File: config.mk
export PLATFORM = sky130hd
export DESIGN_NAME = memory_subsystem
export DESIGN_NICKNAME = d
export VERILOG_FILES = /design/src/verilog/bus_pkg.sv /design/src/verilog/stage_pkg.sv /design/src/verilog/memory_subsystem.sv /design/src/verilog/apb_bridge.sv /design/src/verilog/data_cache.sv /design/src/verilog/memory_stage.sv
export SDC_FILE = /design/constraint.sdc
export NUM_CORES = 2
export LEC_CHECK = 0
export BUFFER_PORTS_ARGS = -buffer_cell sky130_fd_sc_hd__buf_2
export CORE_MARGIN = 4
export CORE_UTILIZATION = 50
export DETAILED_ROUTE_END_ITERATION = 10
export PLACE_DENSITY_LB_ADDON = 0.05
export RECOVER_POWER = 50
export SLEW_MARGIN = 20
export SYNTH_ARGS = -nofsm -noshare
export SYNTH_HDL_FRONTEND = slang
export SYNTH_SLANG_ARGS = --single-unit
File: constraint.sdc
create_clock -name i_clock -period 15.8 [get_ports i_clock]
set_clock_uncertainty 0.15 [all_clocks]
set_input_delay 3.16 -clock i_clock [delete_from_list [all_inputs] [get_ports i_clock]]
set_output_delay 3.16 -clock i_clock [all_outputs]
set_load 0.03 [all_outputs]
File: src/verilog/bus_pkg.sv
`default_nettype none

package bus_pkg;

	localparam logic [3:0] CACHEABLE_REGION = 4'h2;
	localparam int DCACHE_INDEX_BITS = 4;
	localparam int DCACHE_LINES = 1 << DCACHE_INDEX_BITS;
	localparam int DCACHE_TAG_BITS = 32 - 4 - DCACHE_INDEX_BITS - 2;

	typedef struct packed {
		logic [3:0] region;
		logic [DCACHE_TAG_BITS-1:0] tag;
		logic [DCACHE_INDEX_BITS-1:0] index;
		logic [1:0] offset;
	} mem_addr_fields_t;

	// The same address seen as a flat word or split for the cache lookup
	typedef union packed {
		logic [31:0] word;
		mem_addr_fields_t fields;
	} mem_addr_u;

	typedef struct packed {
		logic valid;
		logic rw;
		logic flush;
		logic cacheable;
		mem_addr_u address;
		logic [31:0] wdata;
	} mem_req_t;

	typedef struct packed {
		logic ready;
		logic [31:0] rdata;
	} mem_rsp_t;

	typedef struct packed {
		logic psel;
		logic penable;
		logic pwrite;
		logic [31:0] paddr;
		logic [31:0] pwdata;
	} apb_req_t;

	typedef struct packed {
		logic [31:0] prdata;
		logic pready;
	} apb_rsp_t;

endpackage

`default_nettype wire

File: src/verilog/stage_pkg.sv
`default_nettype none

package stage_pkg;

	typedef logic [3:0] tag_t;

	typedef enum logic [1:0] {
		MEM_WIDTH_BYTE = 2'd0,
		MEM_WIDTH_HALF = 2'd1,
		MEM_WIDTH_WORD = 2'd2
	} mem_width_t;

	// Record handed over by the execute stage
	typedef struct packed {
		tag_t tag;
		logic mem_read;
		logic mem_write;
		logic mem_flush;
		mem_width_t mem_width;
		logic mem_signed;
		logic [31:0] mem_address;
		logic [31:0] rd;
		logic [4:0] inst_rd;
	} execute_data_t;

	typedef struct packed {
		tag_t tag;
		logic [31:0] rd;
		logic [4:0] inst_rd;
	} memory_data_t;

endpackage

`default_nettype wire
File: src/verilog/memory_subsystem.sv
`default_nettype none

module memory_subsystem (
	input wire logic i_clock,
	input wire logic i_reset,
	input wire stage_pkg::execute_data_t i_data,
	output logic o_busy,
	output stage_pkg::memory_data_t o_data,
	output bus_pkg::apb_req_t o_apb,
	input wire bus_pkg::apb_rsp_t i_apb
);

	import bus_pkg::*;

	mem_req_t stage_req;
	mem_rsp_t stage_rsp;
	mem_req_t bus_req;
	mem_rsp_t bus_rsp;

	memory_stage stage (
		.i_clock(i_clock),
		.i_reset(i_reset),
		.i_data(i_data),
		.o_busy(o_busy),
		.o_data(o_data),
		.o_req(stage_req),
		.i_rsp(stage_rsp)
	);

	data_cache dcache (
		.i_clock(i_clock),
		.i_reset(i_reset),
		.i_req(stage_req),
		.o_rsp(stage_rsp),
		.o_req(bus_req),
		.i_rsp(bus_rsp)
	);

	apb_bridge bridge (
		.i_clock(i_clock),
		.i_reset(i_reset),
		.i_req(bus_req),
		.o_rsp(bus_rsp),
		.o_apb(o_apb),
		.i_apb(i_apb)
	);

endmodule

`default_nettype wire

File: src/verilog/apb_bridge.sv
`default_nettype none

module apb_bridge (
	input wire logic i_clock,
	input wire logic i_reset,
	input wire bus_pkg::mem_req_t i_req,
	output bus_pkg::mem_rsp_t o_rsp,
	output bus_pkg::apb_req_t o_apb,
	input wire bus_pkg::apb_rsp_t i_apb
);

	typedef enum logic [1:0] {
		ST_IDLE,
		ST_SETUP,
		ST_ACCESS
	} state_t;

	state_t state;

	always_ff @(posedge i_clock) begin
		if (i_reset) begin
			state <= ST_IDLE;
			o_apb <= '0;
			o_rsp <= '0;
		end else begin
			o_rsp.ready <= 1'b0;
			case (state)
				ST_IDLE: begin
					if (i_req.valid && !o_rsp.ready) begin
						o_apb.psel <= 1'b1;
						o_apb.penable <= 1'b0;
						o_apb.pwrite <= i_req.rw;
						o_apb.paddr <= i_req.address.word;
						o_apb.pwdata <= i_req.wdata;
						state <= ST_SETUP;
					end
				end

				ST_SETUP: begin
					o_apb.penable <= 1'b1;
					state <= ST_ACCESS;
				end

				ST_ACCESS: begin
					// Wait states stretch the access phase
					if (i_apb.pready) begin
						o_apb.psel <= 1'b0;
						o_apb.penable <= 1'b0;
						o_rsp.ready <= 1'b1;
						o_rsp.rdata <= i_apb.prdata;
						state <= ST_IDLE;
					end
				end

				default: state <= ST_IDLE;
			endcase
		end
	end

endmodule

`default_nettype wire

File: src/verilog/data_cache.sv
`default_nettype none

module data_cache (
	input wire logic i_clock,
	input wire logic i_reset,
	input wire bus_pkg::mem_req_t i_req,
	output bus_pkg::mem_rsp_t o_rsp,
	output bus_pkg::mem_req_t o_req,
	input wire bus_pkg::mem_rsp_t i_rsp
);

	import bus_pkg::*;

	typedef enum logic [1:0] {
		ST_IDLE,
		ST_BUS,
		ST_FLUSH
	} state_t;

	state_t state;
	logic [DCACHE_LINES-1:0] line_valid;
	logic [DCACHE_TAG_BITS-1:0] line_tag [DCACHE_LINES];
	logic [31:0] line_data [DCACHE_LINES];
	logic [DCACHE_INDEX_BITS-1:0] index;
	logic [DCACHE_INDEX_BITS-1:0] flush_index;
	logic local_ready;
	logic [31:0] local_rdata;
	logic hit;
	logic accept;
	logic read_hit;
	logic line_write;

	assign index = i_req.address.fields.index;
	assign hit = line_valid[index] && line_tag[index] == i_req.address.fields.tag;

	// The ready cycle still sees valid high and must not start a new access
	assign accept = state == ST_IDLE && i_req.valid && !o_rsp.ready;
	assign read_hit = accept && !i_req.flush && i_req.cacheable && !i_req.rw && hit;
	assign line_write = state == ST_BUS && i_rsp.ready && i_req.cacheable && (!i_req.rw || hit);

	// Bus responses pass straight back in the cycle they arrive
	assign o_rsp.ready = local_ready || (state == ST_BUS && i_rsp.ready);
	assign o_rsp.rdata = (state == ST_BUS) ? i_rsp.rdata : local_rdata;

	always_ff @(posedge i_clock) begin
		if (line_write) begin
			line_tag[index] <= i_req.address.fields.tag;
			line_data[index] <= i_req.rw ? i_req.wdata : i_rsp.rdata;
		end
		if (read_hit) begin
			local_rdata <= line_data[index];
		end
	end

	always_ff @(posedge i_clock) begin
		if (i_reset) begin
			state <= ST_IDLE;
			line_valid <= '0;
			flush_index <= '0;
			local_ready <= 1'b0;
			o_req <= '0;
		end else begin
			local_ready <= 1'b0;
			case (state)
				ST_IDLE: begin
					if (accept) begin
						if (i_req.flush) begin
							line_valid[flush_index] <= 1'b0;
							flush_index <= flush_index + 1'b1;
							state <= ST_FLUSH;
						end else if (read_hit) begin
							local_ready <= 1'b1;
						end else begin
							o_req <= i_req;
							state <= ST_BUS;
						end
					end
				end

				ST_BUS: begin
					if (i_rsp.ready) begin
						o_req.valid <= 1'b0;
						if (line_write) begin
							line_valid[index] <= 1'b1;
						end
						state <= ST_IDLE;
					end
				end

				ST_FLUSH: begin
					line_valid[flush_index] <= 1'b0;
					flush_index <= flush_index + 1'b1;
					if (flush_index == '1) begin
						local_ready <= 1'b1;
						state <= ST_IDLE;
					end
				end

				default: state <= ST_IDLE;
			endcase
		end
	end

endmodule

`default_nettype wire

File: src/verilog/memory_stage.sv
`default_nettype none

module memory_stage (
	input wire logic i_clock,
	input wire logic i_reset,
	input wire stage_pkg::execute_data_t i_data,
	output logic o_busy,
	output stage_pkg::memory_data_t o_data,
	output bus_pkg::mem_req_t o_req,
	input wire bus_pkg::mem_rsp_t i_rsp
);

	import stage_pkg::*;
	import bus_pkg::*;

	typedef enum logic [2:0] {
		ST_IDLE,
		ST_READ,
		ST_WRITE_WORD,
		ST_RMW_READ,
		ST_RMW_WRITE,
		ST_FLUSH
	} state_t;

	state_t state;
	mem_addr_u addr;
	logic new_record;

	assign addr.word = i_data.mem_address;
	assign new_record = i_data.tag != o_data.tag;
	assign o_busy = new_record && (i_data.mem_read || i_data.mem_write || i_data.mem_flush);

	function automatic logic [31:0] load_value(input logic [31:0] word, input logic [1:0] offset,
			input mem_width_t width, input logic is_signed);
		logic [31:0] shifted;
		logic [31:0] result;
		shifted = word >> {offset, 3'b000};
		case (width)
			MEM_WIDTH_BYTE: result = {{24{is_signed & shifted[7]}}, shifted[7:0]};
			MEM_WIDTH_HALF: result = {{16{is_signed & shifted[15]}}, shifted[15:0]};
			default: result = word;
		endcase
		return result;
	endfunction

	function automatic logic [31:0] store_merge(input logic [31:0] old_word,
			input logic [31:0] store_data, input logic [1:0] offset, input mem_width_t width);
		logic [31:0] result;
		result = old_word;
		if (width == MEM_WIDTH_BYTE) begin
			result[{offset, 3'b000} +: 8] = store_data[7:0];
		end else if (offset[0]) begin
			// Misaligned half stores clear the whole word
			result = '0;
		end else begin
			result[{offset[1], 4'b0000} +: 16] = store_data[15:0];
		end
		return result;
	endfunction

	function automatic memory_data_t retired(input logic [31:0] value);
		return '{tag: i_data.tag, rd: value, inst_rd: i_data.inst_rd};
	endfunction

	always_ff @(posedge i_clock) begin
		if (i_reset) begin
			state <= ST_IDLE;
			o_req <= '0;
			o_data <= '0;
		end else begin
			case (state)
				ST_IDLE: begin
					if (new_record) begin
						o_req.address.word <= {addr.word[31:2], 2'b00};
						o_req.cacheable <= addr.fields.region == CACHEABLE_REGION;
						o_req.rw <= 1'b0;
						o_req.flush <= 1'b0;
						if (i_data.mem_read) begin
							o_req.valid <= 1'b1;
							state <= ST_READ;
						end else if (i_data.mem_write) begin
							o_req.valid <= 1'b1;
							if (i_data.mem_width == MEM_WIDTH_WORD) begin
								o_req.rw <= 1'b1;
								o_req.wdata <= i_data.rd;
								state <= ST_WRITE_WORD;
							end else begin
								// Narrow stores read the word first
								state <= ST_RMW_READ;
							end
						end else if (i_data.mem_flush) begin
							o_req.valid <= 1'b1;
							o_req.flush <= 1'b1;
							state <= ST_FLUSH;
						end else begin
							o_data <= retired(i_data.rd);
						end
					end
				end

				ST_READ: begin
					if (i_rsp.ready) begin
						o_req.valid <= 1'b0;
						o_data <= retired(load_value(i_rsp.rdata, addr.fields.offset,
							i_data.mem_width, i_data.mem_signed));
						state <= ST_IDLE;
					end
				end

				ST_WRITE_WORD: begin
					if (i_rsp.ready) begin
						o_req.valid <= 1'b0;
						o_req.rw <= 1'b0;
						o_data <= retired(i_data.rd);
						state <= ST_IDLE;
					end
				end

				ST_RMW_READ: begin
					if (i_rsp.ready) begin
						o_req.valid <= 1'b0;
						o_req.rw <= 1'b1;
						o_req.wdata <= store_merge(i_rsp.rdata, i_data.rd, addr.fields.offset,
							i_data.mem_width);
						state <= ST_RMW_WRITE;
					end
				end

				ST_RMW_WRITE: begin
					// Valid comes back one cycle after the read completed
					if (i_rsp.ready) begin
						o_req.valid <= 1'b0;
						o_req.rw <= 1'b0;
						o_data <= retired(i_data.rd);
						state <= ST_IDLE;
					end else begin
						o_req.valid <= 1'b1;
					end
				end

				ST_FLUSH: begin
					if (i_rsp.ready) begin
						o_req.valid <= 1'b0;
						o_req.flush <= 1'b0;
						o_data <= retired(i_data.rd);
						state <= ST_IDLE;
					end
				end

				default: state <= ST_IDLE;
			endcase
		end
	end

endmodule

`default_nettype wire

=== Yosys cells after proc, flatten, opt, wreduce, memory -nomap -nowiden ===
Memories as Yosys holds them, arrays and structs flattened. A register that Yosys moved wholly into a read port is not among the register bits.
Cells that the tools add are included.

* Memories: 2
* RAM bits: 864
* Input port bits: 114
* Register bits after elaboration: 298
* Output and inout bits: 109
* Logic and storage cells: 230

* Multiplexer cells: 84
* $add $sub $neg: 3
* $lt $le $gt $ge: 4
* Bitwise gates (word level): 8
* Reductions and logical operators: 57
* Equal/unequal tests: 40
* Shifts and indexed selects: 5

{| class="wikitable"
|+ Memories
! name !! depth !! width !! rd ports !! clocked after memory_dff !! write ports !! line !! text
|-
| dcache.line_data || 16 || 32 || 1 || 1 || 1 || data_cache.sv:23 || <nowiki>logic [31:0] line_data [DCACHE_LINES];</nowiki>
|-
| dcache.line_tag || 16 || 22 || 1 || 1 || 1 || data_cache.sv:22 || <nowiki>logic [DCACHE_TAG_BITS-1:0] line_tag [DCACHE_LINES];</nowiki>
|}

{| class="wikitable"
|+ Operators by type and width
! operator !! count
|-
| $mux W68 || 4
|-
| $mux W32 || 8
|-
| $mux W41 || 6
|-
| $pmux W32 S2 || 2
|-
| $pmux W41 S3 || 1
|-
| $mux W67 || 1
|-
| $bwmux W32 || 2
|-
| $mux W16 || 4
|-
| $pmux W16 S3 || 1
|-
| $mux W33 || 1
|-
| $shift A16 B7 Y32 const A || 1
|-
| $shift A8 B7 Y32 const A || 1
|-
| $shiftx A16 B7 Y32 || 1
|-
| $shiftx A8 B7 Y32 || 1
|-
| $shr A32 B5 Y16 || 1
|-
| $ne A2 B1 Y1 const B || 15
|-
| $eq A22 B22 Y1 || 1
|-
| $mux W1 || 20
|-
| $mux W2 || 10
|-
| $mux W3 || 6
|-
| $and A16 B16 Y16 || 1
|-
| $mux W4 || 4
|-
| $ne A2 B2 Y1 const B || 8
|-
| $not A16 Y16 || 1
|-
| other kinds (44) || 100
|}

=== Logic depth before layout (Yosys ltp) ===
* Word-level depth: 13
* Depth in mapped cells: 15
* Mapped depth without buffers: 10

=== By module ===
A second synthesis with hierarchy kept.

* Cells, all modules: 3266
* Area total of the unflattened synthesis: 49777.7 um^2

{| class="wikitable"
|+ Modules (own cells, without submodules)
! module !! instances !! area an instance (um^2) !! sequential area each (um^2) !! cells each
|-
| data_cache || 1 || 39218.9 || 28707.5 || 2072
|-
| memory_stage || 1 || 6286.0 || 2202.1 || 787
|-
| apb_bridge || 1 || 4272.8 || 2042.0 || 407
|}

=== Worst setup path after synthesis ===
Ideal clock, no wire load.

* Path kind: input port to output port
* Start point: input i_data[76] in the netlist's numbering
* End point: output o_busy
* Path slack: 8.197 ns
* Arrival time: 4.293 ns
* Cell stages on the path: 3
* Cells stage by stage: xor2_1 -> nor4_1 -> nor2_1

* Word-level cells in the longest chain between the ends: 2

{| class="wikitable"
|+ Ends and longest elaborated chain
! what !! line !! text
|-
| from (decl) || memory_subsystem.sv:6 || <nowiki>input wire stage_pkg::execute_data_t i_data,</nowiki>
|-
| $ne A4 B4 Y1 || memory_stage.sv:30 || <nowiki>assign new_record = i_data.tag != o_data.tag;</nowiki>
|-
| $logic_and A1 B1 Y1 || memory_stage.sv:31 || <nowiki>assign o_busy = new_record && (i_data.mem_read || i_data.mem_write || i_data.mem_flush);</nowiki>
|-
| to (decl) || memory_subsystem.sv:7 || <nowiki>output logic o_busy,</nowiki>
|}

No other way between the ends.

=== Final worst setup path ===
* Start point: register stage.o_req[34] in the netlist's numbering
* End point: register dcache.local_rdata[7] (read register of dcache.line_data) (data pin)

* Word-level cells in the longest chain between the ends: 4

{| class="wikitable"
|+ Ends and longest elaborated chain
! what !! line !! text
|-
| from (decl) || memory_stage.sv:9 || <nowiki>output bus_pkg::mem_req_t o_req,</nowiki>
|-
| $bmux W1 S4 || data_cache.sv:34 || <nowiki>assign hit = line_valid[index] && line_tag[index] == i_req.address.fields.tag;</nowiki>
|-
| $mux W1 (not written as such) || data_cache.sv:34 ||
|-
| $logic_and A1 B1 Y1 || data_cache.sv:34 ||
|-
| $logic_and A1 B1 Y1 || data_cache.sv:38 || <nowiki>assign read_hit = accept && !i_req.flush && i_req.cacheable && !i_req.rw && hit;</nowiki>
|-
| to (decl) || data_cache.sv:27 || <nowiki>logic [31:0] local_rdata;</nowiki>
|}

Parallel ways exist; a longest one is shown, timed or not. The select of a mux whose other input is x is not followed.
A chain may end at the register's enable or synchronous reset.

==> reports/qor.yml <==
critical_path:
  critical_path_arrival_ps: 10440
  crit_path_cell_trace: "clkbuf_1 > clkbuf_1 > mux4_2 > mux4_2"
  cp_data_required_time_ps: 16100
  timing.critical_path.slowest_cell_delay_ps: 3210
  timing.critical_path.to_type: "register"
  critical_path_class: "register to register"
  cpMaxStageDelayCell: "clkbuf_1"
  setup.worst_path.start_class: "register"
  critical_path_peak_fanout: 51
grt:
  grt-ovfl-total: 0
  grt_max_degree: 114
  use_met3_pct: 3.959
  grt_use_met2_pct: 40.56
  global_route_wire_length_before_repair_um: 202500
  antenna_violations_before_repair: 2
  first_global_vias: 30010
  grt_use_met1_pct: 39.64
  grt.total_usage_pct: 26.48
  top_usage_layer: "met2"
floorplanning:
  num_rows: 115
  num_io_pins: 223
  die_w_um: 322.3
  die-area_mm2: 0.1039
  start_util_pct: 50.34
  core_ar_mm2: 0.09813
  die_height_um: 322.3
routing:
  violation_count_after_the_first_detailed_route_iteration: 3507
  drt_first_pass_iters: 7
  wirelength_per_cell_um: 28.06
  drt_drc_violations_left: 0
  via_count: 30980
  finalWirelength_um: 138200
  detail_route.vias_per_cell: 6.288
  postRouteAntennaNets: 0
power_and_ir_drop:
  clkPwrFrac_pct: 34.5
  power.density_cell_area_mw_per_mm2: 150.7
  comb_power_share_pct: 19.5
  net-switching-power_mw: 2.388
  swShare_pct: 28.48
  total_power_mw: 8.384
  static-leakage-power_nw: 18.22
  cellInternalPower_mw: 5.996
  sequentialPowerShare_pct: 46.0
  peakVddDrop_uv: 89.58
synthesis:
  synth.ff_latch_count: 1197
  synth_seq_area_share_pct: 66.67
  synth_compound_gate_area_share_pct: 8.762
  synth-edff-count: 896
  synthesized_area_per_cell_um2: 14.65
  syn-cell-area_mm2: 0.04939
  ys.warnings.count: 0
  synthesized_area_fraction_occupied_by_xor_and_xnor_cells_pct: 0.4939
  synth-main-ff-cell: "edfxtp_1"
  synth_mux_area_share_pct: 14.07
  synthArstFlopShare_pct: 0
  yosys.area_share.adder_pct: 0.2280
  synth-simple-area-share_pct: 7.346
  synthDistinctLibCells: 74
  syn-instance-count: 3372
  main_combinational_cell_family_by_area_after_synthesis: "multiplexers"
final_layout:
  drive_above_1_share_pct: 17.88
  design.final.nets: 3668
  final_common_cell: "edfxtp_1"
  layout-area-overhead-vs-synth_pct: 12.62
  most_frequent_cells_in_the_layout: "edfxtp_1, nand2_1, dfxtp_1"
  fill_cell_total_of_the_finished_layout: 7753
outcome:
  status: "finished with violations"
  failed_checks: "max-capacitance violations, max-slew violations"
cts:
  clock_tree.buffer_depth: 3
  cts_hold_buf: 0
  clock_tree.root_cell: "clkbuf_16"
  cts_resized: 0
  htree_levels: 4
  cts_setup_buffers: 0
  insertion_delay_ps: 720
  tritoncts: "yes"
  clock_sinks: 1197
  cts_made_buffers: 131
  clk_pin_slew_worst_paths_ps: 60
placement:
  portBuffers: 220
  post-place-ws_ps: 7731
  place_congestion: 0.8955
  hpwlAfterDp_um: 83520
timing:
  finalSetupTns_ps: 0
  tightest_slew_ps: 4959
  max-slew-margin-rel_pct: -230.6
  slew_viol_final: 400
  setup_violations: 0
  period_minus_slack_ps: 10140
  max_freq_ghz: 0.09861
  finalHoldViolations: 0
  min_period_over_period_pct: 64.19
  finalWorstSetupSlack_ps: 5659
  grt_setup_unrepaired: "false"
run:
  drv_cap: 6
worst_hold_path:
  worst_hold_path_type: "register to register"
## registers in the layout (all words and copies together), names as in the netlist, 32 cells and up, named ones only
register / cells
bridge.o_apb: 65
bridge.o_rsp: 33
dcache.line_data: 512
dcache.line_tag: 352
dcache.local_rdata: 32
dcache.o_req: 64
stage.o_data: 41
stage.o_req: 66
## worst max-delay path, delay by kind of cell, from the launching register on
| family | cells | cell delay [ps] |
|---|---|---|
| multiplexers | 2 | 1290 |
| buffers and inverters | 2 | 6060 |
| flip-flops | 1 | 2260 |
## through the flow
stage	util, %	instances	instance area (µm²)	hold slack [ps]
after floorplan	-	3373	49400	269.8
after global placement	52.77	4698	51780	279.8
after detailed placement	52.78	4699	51790	292.6
after CTS	56.89	4923	55830	300.6
after global routing	56.68	4924	55620	317.8
final	56.69	4926	55630	296.9
## cells by family after synthesis
kind of cell	count (synthesis)
AO/OA/AOI/OAI	651
flip-flops	1197
other	1
multiplexers	382
buffers and inverters	278
XOR/XNOR	27
AND/OR/NAND/NOR	827
adder cells (fa/ha/maj)	9
## area by class of cell
class	instances	area (µm²)	area share, %
diodes	3	7.507	0.01350
flip-flops and latches	1197	32950	59.22
clock inverters	39	356.6	0.6410
multi-input cells	1898	15490	27.85
clock buffers	185	3676	6.608
well taps	1287	1610	2.895
repair buffers	293	1451	2.609
inverters	24	91.34	0.1642
## layer usage
| layer | share of wire (%) | vias up | routed length (µm) |
|---|---|---|---|
| li1 | - | 13510 | - |
| met3 | 7.4 | 215 | 10170 |
| met1 | 44 | 15930 | 60830 |
| met4 | 2.9 | 2 | 4040 |
| met5 | 0.0094 | - | 13 |
| met2 | 46 | 1326 | 63190 |
## worst paths after layout
kind / depth (start not counted) / endpoint / startpoint / slack [ps]
max: 4 / dcache.local_rdata[7] / stage.o_req[34] / 5660
min: 2 / bridge.o_apb[39] / dcache.o_req[39] / 300
max reg2reg: 4 / dcache.local_rdata[7] / stage.o_req[34] / 5660
min reg2reg: 2 / bridge.o_apb[39] / dcache.o_req[39] / 300
## Yosys cell counts (all sizes together) (5+ instances only)
library cell,number,area [µm²]
o22ai,16,100.1
o221ai,19,166.4
xor2,8,70.07
a21oi,201,1006
o311ai,63,551.8
a31oi,19,118.9
mux2i,78,780.8
and3,70,437.9
mux2,62,698.2
clkbuf,190,713.2
mux4,242,5473
a221oi,17,148.9
xnor2,19,173.9
inv,22,82.58
a222oi,20,200.2
o21ai,125,625.6
nor2b,17,106.4
dfxtp,301,6026
or3,6,37.54
buf,64,391.6
nor4,10,62.56
a2bb2oi,63,551.8
nor3,25,125.1
a211oi,39,292.8
o211ai,17,127.6
o32ai,9,78.83
a2111oi,5,43.79
a22oi,12,90.09
nor2,168,630.6
ha,9,112.6
edfxtp,896,26910
nand3,24,120.1
nand2,447,1678
nand4,10,62.56
nor3b,5,37.54
nand2b,19,118.9
## power groups by stage
stage / clock network (mW) / logic (mW) / registers, mW
final: 2.89 / 1.64 / 3.85
after global routing: 3.09 / 1.77 / 3.87
after CTS: 2.95 / 1.64 / 3.85
after detailed placement: 0 / 1.64 / 3.92
after global placement: 0 / 1.60 / 3.91
after floorplan: 0 / 1.18 / 3.82
Note: power is estimated with default switching activity, not from simulation.
